`config.mk`:
```
export PLATFORM = sky130hd
export DESIGN_NAME = bubbleAccessControl
export DESIGN_NICKNAME = d
export VERILOG_FILES = /design/src/verilog/bubbleGeometryPkg.sv /design/src/verilog/bubbleAccessControl.sv
export SDC_FILE = /design/constraint.sdc
export NUM_CORES = 1
export LEC_CHECK = 0
export ABC_AREA = 1
export BUFFER_PORTS_ARGS = -buffer_cell sky130_fd_sc_hd__buf_2
export CAP_MARGIN = 20
export CORE_MARGIN = 1
export CORE_UTILIZATION = 40
export DETAILED_ROUTE_END_ITERATION = 8
export GPL_TIMING_DRIVEN = 1
export PLACE_DENSITY = 0.64
export SKIP_CTS_REPAIR_TIMING = 1
export SLEW_MARGIN = 0
export SYNTH_ARGS = -nofsm -noshare
export SYNTH_HDL_FRONTEND = slang
export SYNTH_SLANG_ARGS = --single-unit
```
`constraint.sdc`:
```
create_clock -name bubble_buffer_write_clock -period 1.08 [get_ports bubble_buffer_write_clock]
set_input_delay 0.054 -clock bubble_buffer_write_clock [delete_from_list [all_inputs] [get_ports bubble_buffer_write_clock]]
set_output_delay 0.054 -clock bubble_buffer_write_clock [all_outputs]
set_load 0.005 [all_outputs]
```
`src/verilog/bubbleGeometryPkg.sv`:
```
package bubbleGeometryPkg;

    // Page buffer geometry
    localparam int BufferAddrWidth = 11;                       // 2048 words per buffer
    typedef logic [BufferAddrWidth-1:0] bufferAddr_t;           // Word address

    // One bit per bubble channel
    localparam int NumChannelsDefault = 2;                      // Odd and even channel
    typedef logic [NumChannelsDefault-1:0] channelBits_t;       // Bit 1 odd, bit 0 even

    // Bubble position as seen by the page converter
    localparam int PositionWidth = 12;                          // Covers 2053 positions
    typedef logic [PositionWidth-1:0] position_t;

    // Data output ticks since the page started
    localparam int TickCountWidth = 14;                         // Saturates at all ones
    typedef logic [TickCountWidth-1:0] tickCount_t;

    // Access controller states
    typedef enum logic [1:0]
    {
        Idle,                                                   // Coils stopped
        Armed,                                                  // Coils running, no page yet
        LoadPage                                                // Page being shifted out
    } accessState_t;

endpackage

```
`src/verilog/bubbleAccessControl.sv`:
```
`timescale 1ns/1ns

module bubbleAccessControl
#(
    parameter int TotalPositions = 2053                         // Positions per loop
)
(
    input  logic                            bubble_buffer_write_clock,
    input  logic                            reset,
    input  logic                            coilRun,
    input  logic                            positionConvert,
    input  logic                            positionTick,
    output logic                            loadPage,
    output bubbleGeometryPkg::position_t    currentPosition
);

    import bubbleGeometryPkg::*;

    localparam position_t LastPosition = position_t'(TotalPositions - 1); // Wrap point

    accessState_t state;
    accessState_t stateNext;

    always_comb
    begin
        stateNext = state;                                      // Hold by default
        case (state)
            Idle:      if (coilRun) stateNext = Armed;          // Convert ignored here
            Armed:     if (positionConvert) stateNext = LoadPage;
            LoadPage:  stateNext = LoadPage;                    // Stays until coils stop
            default:   stateNext = Idle;
        endcase
        if (!coilRun)
        begin
            stateNext = Idle;                                   // Coil stop beats convert
        end
    end

    always_ff @(posedge bubble_buffer_write_clock)
    begin
        if (reset)
        begin
            state    <= Idle;
            loadPage <= 1'b0;
        end
        else
        begin
            state    <= stateNext;
            loadPage <= (stateNext == LoadPage);                // High exactly in LoadPage
        end
    end

    // Position counter, free running with the coil field
    always_ff @(posedge bubble_buffer_write_clock)
    begin
        if (reset)
        begin
            currentPosition <= '0;                              // Only reset clears it
        end
        else if (positionTick)
        begin
            if (currentPosition == LastPosition)
            begin
                currentPosition <= '0;                          // Wrap to 0
            end
            else
            begin
                currentPosition <= currentPosition + 1'b1;
            end
        end
    end

endmodule

```
==> flow_metrics.py <==
metrics = {
    "cells_and_area": {
        "mostFrequentLayoutCells": "20 x nand2_1, 17 x buf_2, 16 x inv_1",
        "final_util": 0.608,
        "nets": 146,
        "drive_above_1_share": 0.399,
        "area_delta_synth_final_pct": 41.2,
        "final_common_cell": "nand2_1",
        "num_antenna_cells": 0,
    },
    "sta": {
        "finalSetupViolCount": 12,
        "hold_viol": 0,
        "max_freq_ghz": 0.840,
        "slew_headroom": 0.847,
        "post-route-period-util": 1.10,
        "worst_slew_pin_slew_ns": 0.228,
        "slew_violations": 0,
        "rsz0062_at_grt": "yes",
        "finClkSkew_ns": 0.00294,
        "setup_ws_ns": -0.110,
        "min_period_ns": 1.19,
    },
    "die": {
        "initial_core_util": 0.430,
        "coreArea_um2": 1730,
        "fp.dieH_um": 45.1,
        "io_pins": 18,
        "num_rows": 15,
        "die_w_um": 45.1,
        "fp.dieArea_um2": 2030,
    },
    "worst_setup_path": {
        "critPathMaxFanout": 5,
        "rrSetupSlack_ns": -0.11,
        "worst_setup_path_start_kind": "flip-flop",
        "r2r_start": "currentPosition[1]",
        "critPathRequiredTime_ns": 1.25,
        "worstRegToRegCells": 7,
        "critPathArrivalTime_ns": 1.36,
        "regToRegEndpoint": "currentPosition[2]",
        "critPathCaptureType": "flip-flop",
        "worst-setup-path-type": "reg2reg",
    },
    "power": {
        "p_int_w": 0.000741,
        "total_power_w": 0.000987,
        "p_sw_frac": 0.249,
        "p_leak_nw": 0.482,
        "comb_power_share": 0.091,
        "p_switching_w": 0.000246,
        "ir_worst_vdd_v": 0.000614,
        "clockPowerShare": 0.326,
        "power.density_nw_per_um2": 940,
        "pwr-share-seq": 0.584,
    },
    "logic_synthesis": {
        "synthesis.nets": 116,
        "synthesis.area_um2": 743,
        "yosys.area.top_type": "dfxtp_1",
        "synth_top_area_frac": 0.404,
        "synth.distinct_cells": 18,
        "synthTopCellsByArea": "dfxtp_1 40%, nand2_1 13%, nor2_1 9.6%",
        "synth_cells": 109,
        "ys_ff_latch": 15,
        "syn_avg_cell_area_um2": 6.82,
        "seq_area_frac_synth": 0.404,
        "ys_warn_count": 0,
    },
    "global_route": {
        "grt_pass1_wl_mm": 2.49,
        "grtUsageMet3": 0.0360,
        "grt_pass1_vias": 606,
        "track_usage": 0.170,
        "grt_overflow": 0,
        "busiest_layer": "met2",
        "grt.met1_usage": 0.236,
        "grt_antenna_before_repair": 0,
        "grt_util_met2": 0.261,
        "grt_max_degree": 9,
    },
    "cts": {
        "path_clk_slew_ns": 0.09,
        "clock_sinks": 15,
        "cts_tree": "yes",
        "cts_root_buf": "clkbuf_4",
        "clkLatencyLatePin_ns": 0.28,
        "cts_buffers": 3,
        "clockBufferDepth": 2,
        "cts_htree_levels": 1,
    },
    "place": {
        "dpl.hpwl_mm": 1.27,
        "gp_congestion": 0.823,
        "dpl_worst_slack_ns": -0.0764,
        "port_buffers": 17,
    },
    "flow_run": {
        "timing.max_cap.violations": 0,
    },
    "outcome": {
        "status": "finished, violations left",
        "violations": "negative setup slack",
    },
    "drt": {
        "viasPerCell": 4.60,
        "dr_total_vias": 749,
        "first_pass_iters": 4,
        "wl_per_cell_um": 10.4,
        "route.antenna.remaining_nets": 0,
        "drt_wl_total_mm": 1.70,
        "first_iter_violations": 11,
        "route.detailed.drc": 0,
    },
    "hold_path": {
        "min_to": "currentPosition[4]",
        "holdPathStages": 2,
        "hold_path.class": "in2reg",
        "hold_path_startpoint": "reset",
    },
}
[critical path: stages (launching register included)]
cell,delay (ns)
dfxtp_4,0.38
inv_2,0.08
ha_4,0.12
nand2_2,0.04
nor2_1,0.10
nand3_1,0.14
nand2_2,0.17
nor3_2,0.05
[final cells by class]
| type | instances | area, µm² |
|---|---|---|
| timing repair buffer | 26 | 153 |
| multi-input combinational | 75 | 455 |
| clock buffer | 4 | 26.3 |
| fill | 164 | 677 |
| sequential | 15 | 314 |
| inverter | 18 | 70.1 |
| tap | 25 | 31.3 |
[cell usage after synthesis]
cell type and n:
xnor2_1 1, inv_1 18, a211oi_1 2, o21ai_0 2, nor2_2 1, nand3_1 8, a21oi_1 4, nand2_1 25
nor2_4 1, nor3_1 3, ha_1 2, xor2_1 3, dfxtp_1 15, clkbuf_1 1, nor2_1 19, nand3_2 1
nand2_2 1, nand4_1 2
[kinds of logic after synthesis]
logic type / synth area share
xor gates and xnor gates: 0.0471
AOI/OAI and AO/OA: 0.0606
and+or+nand+nor: 0.359
adders and majority gates: 0.0337
buffers and inverters: 0.0959
DFF: 0.404
[metrics by stage]
stage / cell area, µm² / setup TNS [ns] / hold slack [ns] / instances
6_report: 1050 / -0.623 / 0.0263 / 163
5_1_grt: 1050 / -1.65 / 0.0314 / 163
4_1_cts: 975 / -0.753 / 0.0461 / 163
3_5_place_dp: 948 / -0.501 / 0.347 / 159
3_3_place_gp: 948 / -0.450 / 0.334 / 159
2_1_floorplan: 768 / 0 / 0.191 / 109
[worst max path at each step]
stage	slack (ns)	start	endpoint
after floorplan	0.005	currentPosition[0]	currentPosition[8]
after global placement	-0.08	currentPosition[2]	currentPosition[2]
after detailed placement	-0.08	currentPosition[0]	currentPosition[0]
after CTS	-0.1	currentPosition[0]	currentPosition[0]
after global routing	-0.18	currentPosition[0]	currentPosition[3]
final	-0.11	currentPosition[1]	currentPosition[2]
[state kept, by name, indices dropped and copies added, names as in the netlist]
signal,cells
currentPosition,12
state,2
loadPage,1
[metal layers]
metal	vias up	routed length [µm]
li1	398	-
met1	337	861
met2	12	781
met3	2	40
met4	0	12
met5	-	0
[power by group through the flow]
stage	logic [W]	clock network, W	registers (W)
6_report	0.0000895	0.000321	0.000576
2_1_floorplan	0.0000406	0	0.000589
4_1_cts	0.0000708	0.000329	0.000576
3_3_place_gp	0.0000692	0	0.000588
5_1_grt	0.000100	0.000362	0.000578
3_5_place_dp	0.0000705	0	0.000589
(Power assumes the default switching activity.)
