## config.mk

```make
export PLATFORM = sky130hd
export DESIGN_NAME = bubblePageSequencer
export DESIGN_NICKNAME = d
export VERILOG_FILES = /design/src/verilog/bubbleGeometryPkg.sv /design/src/verilog/bubblePageSequencer.sv
export SDC_FILE = /design/constraint.sdc
export NUM_CORES = 1
export LEC_CHECK = 0
export CORE_MARGIN = 2
export CORE_UTILIZATION = 30
export DETAILED_ROUTE_END_ITERATION = 6
export DONT_BUFFER_PORTS = 1
export GPL_TIMING_DRIVEN = 0
export PLACE_DENSITY = 0.5
export SKIP_LAST_GASP = 1
export SLEW_MARGIN = 20
export SYNTH_ARGS = -nofsm -noshare
export SYNTH_HDL_FRONTEND = slang
export SYNTH_SLANG_ARGS = --single-unit
```

## constraint.sdc

```tcl
create_clock -name bubble_buffer_write_clock -period 3.15 [get_ports bubble_buffer_write_clock]
set_input_delay 0 -clock bubble_buffer_write_clock [delete_from_list [all_inputs] [get_ports bubble_buffer_write_clock]]
set_output_delay 0 -clock bubble_buffer_write_clock [all_outputs]
set_load 0.01 [all_outputs]
```

## src/verilog/bubbleGeometryPkg.sv

```systemverilog
package bubbleGeometryPkg;

    // Page buffer geometry
    localparam int BufferAddrWidth = 11;                       // 2048 words per buffer
    typedef logic [BufferAddrWidth-1:0] bufferAddr_t;           // Word address

    // One bit per bubble channel
    localparam int NumChannelsDefault = 2;                      // Odd and even channel
    typedef logic [NumChannelsDefault-1:0] channelBits_t;       // Bit 1 odd, bit 0 even

    // Bubble position as seen by the page converter
    localparam int PositionWidth = 12;                          // Covers 2053 positions
    typedef logic [PositionWidth-1:0] position_t;

    // Data output ticks since the page started
    localparam int TickCountWidth = 14;                         // Saturates at all ones
    typedef logic [TickCountWidth-1:0] tickCount_t;

    // Access controller states
    typedef enum logic [1:0]
    {
        Idle,                                                   // Coils stopped
        Armed,                                                  // Coils running, no page yet
        LoadPage                                                // Page being shifted out
    } accessState_t;

endpackage

```

## src/verilog/bubblePageSequencer.sv

```systemverilog
`timescale 1ns/1ns

module bubblePageSequencer
#(
    parameter int NumChannels   = 2,                            // Odd channel is the top one
    parameter int PageLeadTicks = 100,                          // Idle ticks before data
    parameter int PageWords     = 512                           // Words shifted per page
)
(
    input  logic                            bubble_buffer_write_clock,
    input  logic                            reset,
    input  logic                            loadPage,
    input  logic                            dataOutputTick,
    input  bubbleGeometryPkg::channelBits_t channelBits,
    output logic                            readEnable,
    output bubbleGeometryPkg::bufferAddr_t  readAddress,
    output logic                            bubbleOutOdd,
    output logic                            bubbleOutEven
);

    import bubbleGeometryPkg::*;

    localparam tickCount_t LeadTicks  = tickCount_t'(PageLeadTicks);
    localparam tickCount_t DataTicks  = tickCount_t'(2 * PageWords); // Fetch and output per word
    localparam tickCount_t LastTick   = '1;                     // Saturation value
    localparam int         OddChannel = NumChannels - 1;

    tickCount_t tickIndex;                                      // Ticks since loadPage rose
    tickCount_t dataIndex;                                      // Ticks since lead-in ended
    logic       inDataWindow;
    logic       fetchSlot;
    logic       outputSlot;
    logic       pageTick;

    assign pageTick = loadPage & dataOutputTick;

    // Slot decode
    assign dataIndex    = tickIndex - LeadTicks;                // Meaningless inside lead-in
    assign inDataWindow = (tickIndex >= LeadTicks) && (dataIndex < DataTicks);
    assign fetchSlot    = inDataWindow & ~dataIndex[0];         // Even offset fetches word k
    assign outputSlot   = inDataWindow & dataIndex[0];          // Odd offset shifts word k out

    // Read of word k on its fetch tick, bits ready next cycle
    assign readEnable  = pageTick & fetchSlot;
    assign readAddress = bufferAddr_t'(dataIndex >> 1);         // k = offset / 2

    // Tick counter
    always_ff @(posedge bubble_buffer_write_clock)
    begin
        if (reset || !loadPage)
        begin
            tickIndex <= '0;                                    // Held at 0 between pages
        end
        else if (dataOutputTick && (tickIndex != LastTick))
        begin
            tickIndex <= tickIndex + 1'b1;                      // Never wraps within a page
        end
    end

    // Channel output drive
    always_ff @(posedge bubble_buffer_write_clock)
    begin
        if (reset || !loadPage)
        begin
            bubbleOutOdd  <= 1'b1;                              // Idle high
            bubbleOutEven <= 1'b1;
        end
        else if (dataOutputTick)
        begin
            if (outputSlot)
            begin
                bubbleOutOdd  <= ~channelBits[OddChannel];      // Bubble present drives low
                bubbleOutEven <= ~channelBits[0];
            end
            else if (!fetchSlot)
            begin
                bubbleOutOdd  <= 1'b1;                          // Lead-in and trailing slots
                bubbleOutEven <= 1'b1;
            end
            // Fetch slots keep the previous word on the outputs
        end
    end

endmodule
```

==> flow_summary.ini, run 1 <==
[status]
status = completed

[synthesis]
yosysSeqAreaShare_pct = 26.0
ys_ff_latch = 16
syn-num-nets = 155
synth-main-ff-cell = dfxtp_1
yosysMostFrequentCell = nor2_1
synth_area_leaders = dfxtp_1 (26%), xor2_1 (9.9%), buf_4 (8.5%), nor2_1 (5.5%), o2111ai_1 (4.3%)
syn_area_per_cell_um2 = 8.51
async_flop_share_pct = 0
synth_edf_count = 0
yosysTopAreaCell = dfxtp_1
syn-cell-area_mm2 = 0.00123
synth_common_cells = nor2_1 (18), dfxtp_1 (16), buf_4 (14), xor2_1 (14)
synth.distinct_cells = 38
synth_top_area_share_pct = 26.0
synth_warnings = 0
synth_cells = 145

[floorplanning]
start_util_pct = 31.1
io_pins = 20
die_area_mm2 = 0.00464
fp.coreArea_mm2 = 0.00397
rows = 23
die_y_um = 68.1
die_w_um = 68.1

[hold_path]
hp-class = in -> reg

[detailed_routing]
post_drt_wl_per_cell_um = 13.2
first_iter_violations = 27
drt_pass1_iterations = 4
dr_total_vias = 1010
via_per_inst = 5.05
drc = 0
ant_nets = 0
drt_wl_total_um = 2650

[worst_setup_path]
crit_type = reg -> out
crit_arrival_ns = 2.38
cp-end-kind = primary output
crit_required_ns = 3.15
crit_path_max_fanout = 5
start_kind = flop

[power_and_ir_drop]
clkPwrFrac_pct = 41.4
p_comb_share_pct = 3.8
internal_power_uw = 294
irDropWorstVdd_mv = 0.247
p_sw_uw = 81.5
p_total_uw = 375
netSwitchingFraction_pct = 21.7
pwr-share-seq_pct = 54.8
power.static_leakage_nw = 0.480
power_density_mw_per_mm2 = 276

[finish]
multi_input_area_um2 = 736
drive_gt1_share_pct = 21.3
fillCellCount = 438
antennaDiodeCount = 0
seq_area_um2 = 320
final_nets = 162
finalInstanceArea_mm2 = 0.00136
syn2layout_area_growth_pct = 10.0

[sta]
slew_headroom_pct = 61.5
max_clock_freq_mhz = 421
rsz0062_at_grt = false
finalHoldViolations = 0
min_period_over_period_pct = 75.4
skew_ns = 0.00311
min_period_ns = 2.38
fin_tns_setup_ns = 0
tightest_slew_ns = 0.561
finalSetupViolCount = 0
setup_slack_ns = 0.775
drv_slew = 0

[place]
numPortBuffers = 0
placed_cell_area_mm2 = 0.00130
gp_congestion = 0.709
pre_cts_ws_ns = 0.950
dpl.hpwl_um = 1950

[grt]
grt_max_degree = 11
antenna_found_initial = 0
track_usage_pct = 12.4
gr-total-overflow = 0
grt_pass1_wl_um = 4330
grt_pass1_vias = 926

[run]
maxCapViolations = 0

[clock_network]
clockBufferDepth = 2
clock_sinks = 16
cts_inserted_buffers = 3
path_clk_slew_ns = 0.06
cts_tree = done
cts-resized-gates = 0
clk-insertion-delay-late_ns = 0.25
htree_levels = 1
cts_root_buf = clkbuf_8
cells in the final DEF, fill, tap and decap left out, drive strengths merged, types with 4 or more instances in the layout:
master	count
buf	19
clkbuf	7
dfxtp	16
ha	4
inv	5
nand2	6
nor2	18
nor2b	4
nor3	5
o2111ai	6
o21ai	5
xnor2	5
xor2	14
final timing paths:
kind / start / endpoint / slack (ns) / depth (start not counted)
max reg2reg: tickIndex[2]$_SDFFE_PP0P_ / bubbleOutOdd$_SDFFE_PP1P_ / 0.92 / 7
min reg2reg: tickIndex[13]$_SDFFE_PP0P_ / tickIndex[13]$_SDFFE_PP0P_ / 0.57 / 2
min: loadPage / tickIndex[3]$_SDFFE_PP0P_ / 0.03 / 2
max: tickIndex[2]$_SDFFE_PP0P_ / readEnable / 0.77 / 6
metal layers:
metal | wire length (um) | track usage [%]
met1 | 1260 | 16.2
met2 | 1260 | 21.0
met3 | 104 | 1.97
met4 | 25 | 3.75
met5 | 0 | 0
flip-flops by register name, summed over array words and instances, names as in the netlist:
register,cells
bubbleOutEven,1
bubbleOutOdd,1
tickIndex,14
critical path, cell delays in order, from the launching register on:
cell	delay, ns
dfxtp_1	0.45
inv_1	0.13
ha_1	0.25
nor2b_1	0.16
nor4b_1	0.38
a32oi_2	0.27
a2111oi_2	0.48
final cells by class:
| type | count | share of cell area [%] |
|---|---|---|
| timing repair buffer | 2 | 1.47 |
| inverter | 5 | 1.38 |
| buffer | 23 | 11.7 |
| tap | 50 | 4.61 |
| multi-input combinational | 101 | 54.2 |
| clock buffer | 3 | 3.04 |
| sequential | 16 | 23.6 |
per-stage QoR:
stage / hold WS (ns) / std cells / utilization (%)
finish: 0.0264 / 200 / 34.2
global route: 0.0400 / 200 / 34.2
CTS: 0.0217 / 200 / 34.2
detailed placement: 0.122 / 195 / 32.6
global placement: 0.120 / 195 / 32.6
floorplan: 0.112 / 145 / -
repair_timing:
action	4_1_cts	5_1_grt
buffers inserted	0	0
hold endpoints to repair	2	0
hold buffers	2	0
logic make-up (layout without fill, tap and decap cells):
logic type	Yosys count	count (layout)	synth area share, %
buf+inv	28	33	14.4
compound gates	26	26	19.3
simple gates	50	50	21.2
mux	2	2	1.62
xor+xnor	19	19	13.5
flops	16	16	26.0
fa+ha+maj	4	4	4.06
power by group through the flow:
stage | combinational (mW) | clock [mW] | sequential [mW]
2_1_floorplan | 0.00957 | 0 | 0.209
3_3_place_gp | 0.0117 | 0 | 0.210
3_5_place_dp | 0.0124 | 0 | 0.210
4_1_cts | 0.0144 | 0.157 | 0.205
5_1_grt | 0.0158 | 0.166 | 0.206
6_report | 0.0143 | 0.155 | 0.205
Power figures use the tool's default switching activity.
==> inputs of run 2 (changes only) <==
- clock period: 3.15 -> 2.4 ns (I/O delays scaled with it)
==> run 2 against run 1 <==
Against the previous run:
- flip-flop and latch count unchanged
- hold slack better by 0.0025 ns
- combinational power up 34%
- clock-buffer cell count unchanged
- die area unchanged
- via count down 2.0%
- final area up 1.4%
- critical path type unchanged
- core utilization up 0.47 points
- global-route usage unchanged
- critical path depth unchanged
- clock power up 29%
==> flow_summary.ini, run 2 (synthesized netlist as in run 1, its figures left out) <==
[sta]
skew_ns = 0.00169
fin_tns_setup_ns = 0
slew_headroom_pct = 55.8
drv_slew = 0
holdWs_ns = 0.0290
max_clock_freq_mhz = 453
finalSetupViolCount = 0
finalHoldViolations = 0
min_period_ns = 2.21
rsz0062_at_grt = false
min_period_over_period_pct = 91.9
tightest_slew_ns = 0.644

[finish]
antennaDiodeCount = 0
largest_reg_flops = 14
syn2layout_area_growth_pct = 11.6
fin_cells = 200
fillCellCount = 436
final_nets = 162
finalInstanceArea_mm2 = 0.00138
seq_area_um2 = 320
drive_gt1_share_pct = 22.0
top_regs = tickIndex (14), bubbleOutEven (1), bubbleOutOdd (1)
multi_input_area_um2 = 754
final_cell_mix = nor2_1 (18), dfxtp_1 (16), buf_4 (14), xor2_1 (14)
regMostFlops = tickIndex
final_common_cell = nor2_1

[worst_setup_path]
startpoint = tickIndex[2]$_SDFFE_PP0P_
endpoint = readEnable
crit_arrival_ns = 2.21
worst-r2r-cell-count = 7
cp-end-kind = primary output
rr_startpoint = tickIndex[0]$_SDFFE_PP0P_
crit_path_max_fanout = 5
start_kind = flop
r2r_slack_ns = 0.22
crit_required_ns = 2.40
crit_type = reg -> out
r2r_end = tickIndex[1]$_SDFFE_PP0P_

[power_and_ir_drop]
internal_power_uw = 386
pwr-share-seq_pct = 55.2
power_density_mw_per_mm2 = 355
p_comb_share_pct = 3.9
irDropWorstVdd_mv = 0.319
p_sw_uw = 104
power.static_leakage_nw = 0.480
netSwitchingFraction_pct = 21.2
clkPwrFrac_pct = 40.9

[clock_network]
htree_levels = 1
cts_inserted_buffers = 3
cts_root_buf = clkbuf_8
clock_sinks = 16
clk-insertion-delay-late_ns = 0.24
path_clk_slew_ns = 0.06
post_cts_buffers = 0
clockBufferDepth = 2
cts_tree = done

[place]
gp_congestion = 0.709
placed_cell_area_mm2 = 0.00130
dpl.hpwl_um = 1950
numPortBuffers = 0
dp.cells = 195

[grt]
grt_max_degree = 11
grt_pass1_vias = 926
grt_pass1_wl_um = 4330
track_usage_pct = 12.4
gr-total-overflow = 0
antenna_found_initial = 0

[detailed_routing]
ant_nets = 0
drt_pass1_iterations = 4
post_drt_wl_per_cell_um = 13.3
first_iter_violations = 30
drc = 0
drt_wl_total_um = 2650
via_per_inst = 4.95
dr_total_vias = 990

[status]
status = completed

[floorplanning]
rows = 23
die_area_mm2 = 0.00464
fp.coreArea_mm2 = 0.00397
die_w_um = 68.1
io_pins = 20
start_util_pct = 31.1
die_y_um = 68.1

[run]
maxCapViolations = 0

[hold_path]
hp-class = in -> reg
-- run 2: stage by stage --
step	power, mW	worst slack [ns]	utilization [%]
2_1_floorplan	0.287	0.474	-
3_3_place_gp	0.291	0.226	32.6
3_5_place_dp	0.292	0.200	32.6
4_1_cts	0.495	0.0526	34.2
5_1_grt	0.508	0.0212	34.7
6_report	0.489	0.194	34.7
-- run 2: worst max-delay path, stage by stage, from the launching register on --
cell	delay, ns
dfxtp_1	0.45
inv_1	0.13
ha_1	0.25
nor2b_1	0.16
nor4b_2	0.28
a32oi_2	0.26
a2111oi_4	0.43
-- run 2: cell type report --
cell class	count	area share [%]
buffer	23	11.5
clock buffer	3	3.00
inverter	5	1.36
multi-input combinational	101	54.8
sequential	16	23.3
tap	50	4.55
timing repair buffer	2	1.45
-- run 2: layer usage --
layer	global-route usage (%)	part of all wire (%)	vias up
met5	0	0	-
met4	3.75	0.90	0
met3	1.97	4.6	4
met2	21.0	47	19
met1	16.2	47	462
li1	-	-	505
-- run 2: how the worst min path moves through the flow --
stage	from	to	cells after the start
detailed placement	loadPage	readEnable	2
global route	loadPage	tickIndex[10]$_SDFFE_PP0P_	2
finish	loadPage	tickIndex[3]$_SDFFE_PP0P_	2
floorplan	reset	bubbleOutEven$_SDFFE_PP1P_	2
global placement	loadPage	readEnable	2
CTS	loadPage	tickIndex[3]$_SDFFE_PP0P_	2
-- run 2: repair_timing --
action | in CTS | in global routing
endpoints found under the hold margin | 2 | 0
setup endpoints to repair | 0 | 1
resized for setup | 0 | 2
hold buffers | 2 | 0
-- run 2: power groups by stage --
stage	Clock (mW)	Combinational, mW	Sequential [mW]
detailed placement	0	0.0163	0.276
finish	0.200	0.0192	0.270
global placement	0	0.0154	0.276
global route	0.217	0.0212	0.270
CTS	0.206	0.0189	0.270
floorplan	0	0.0126	0.275
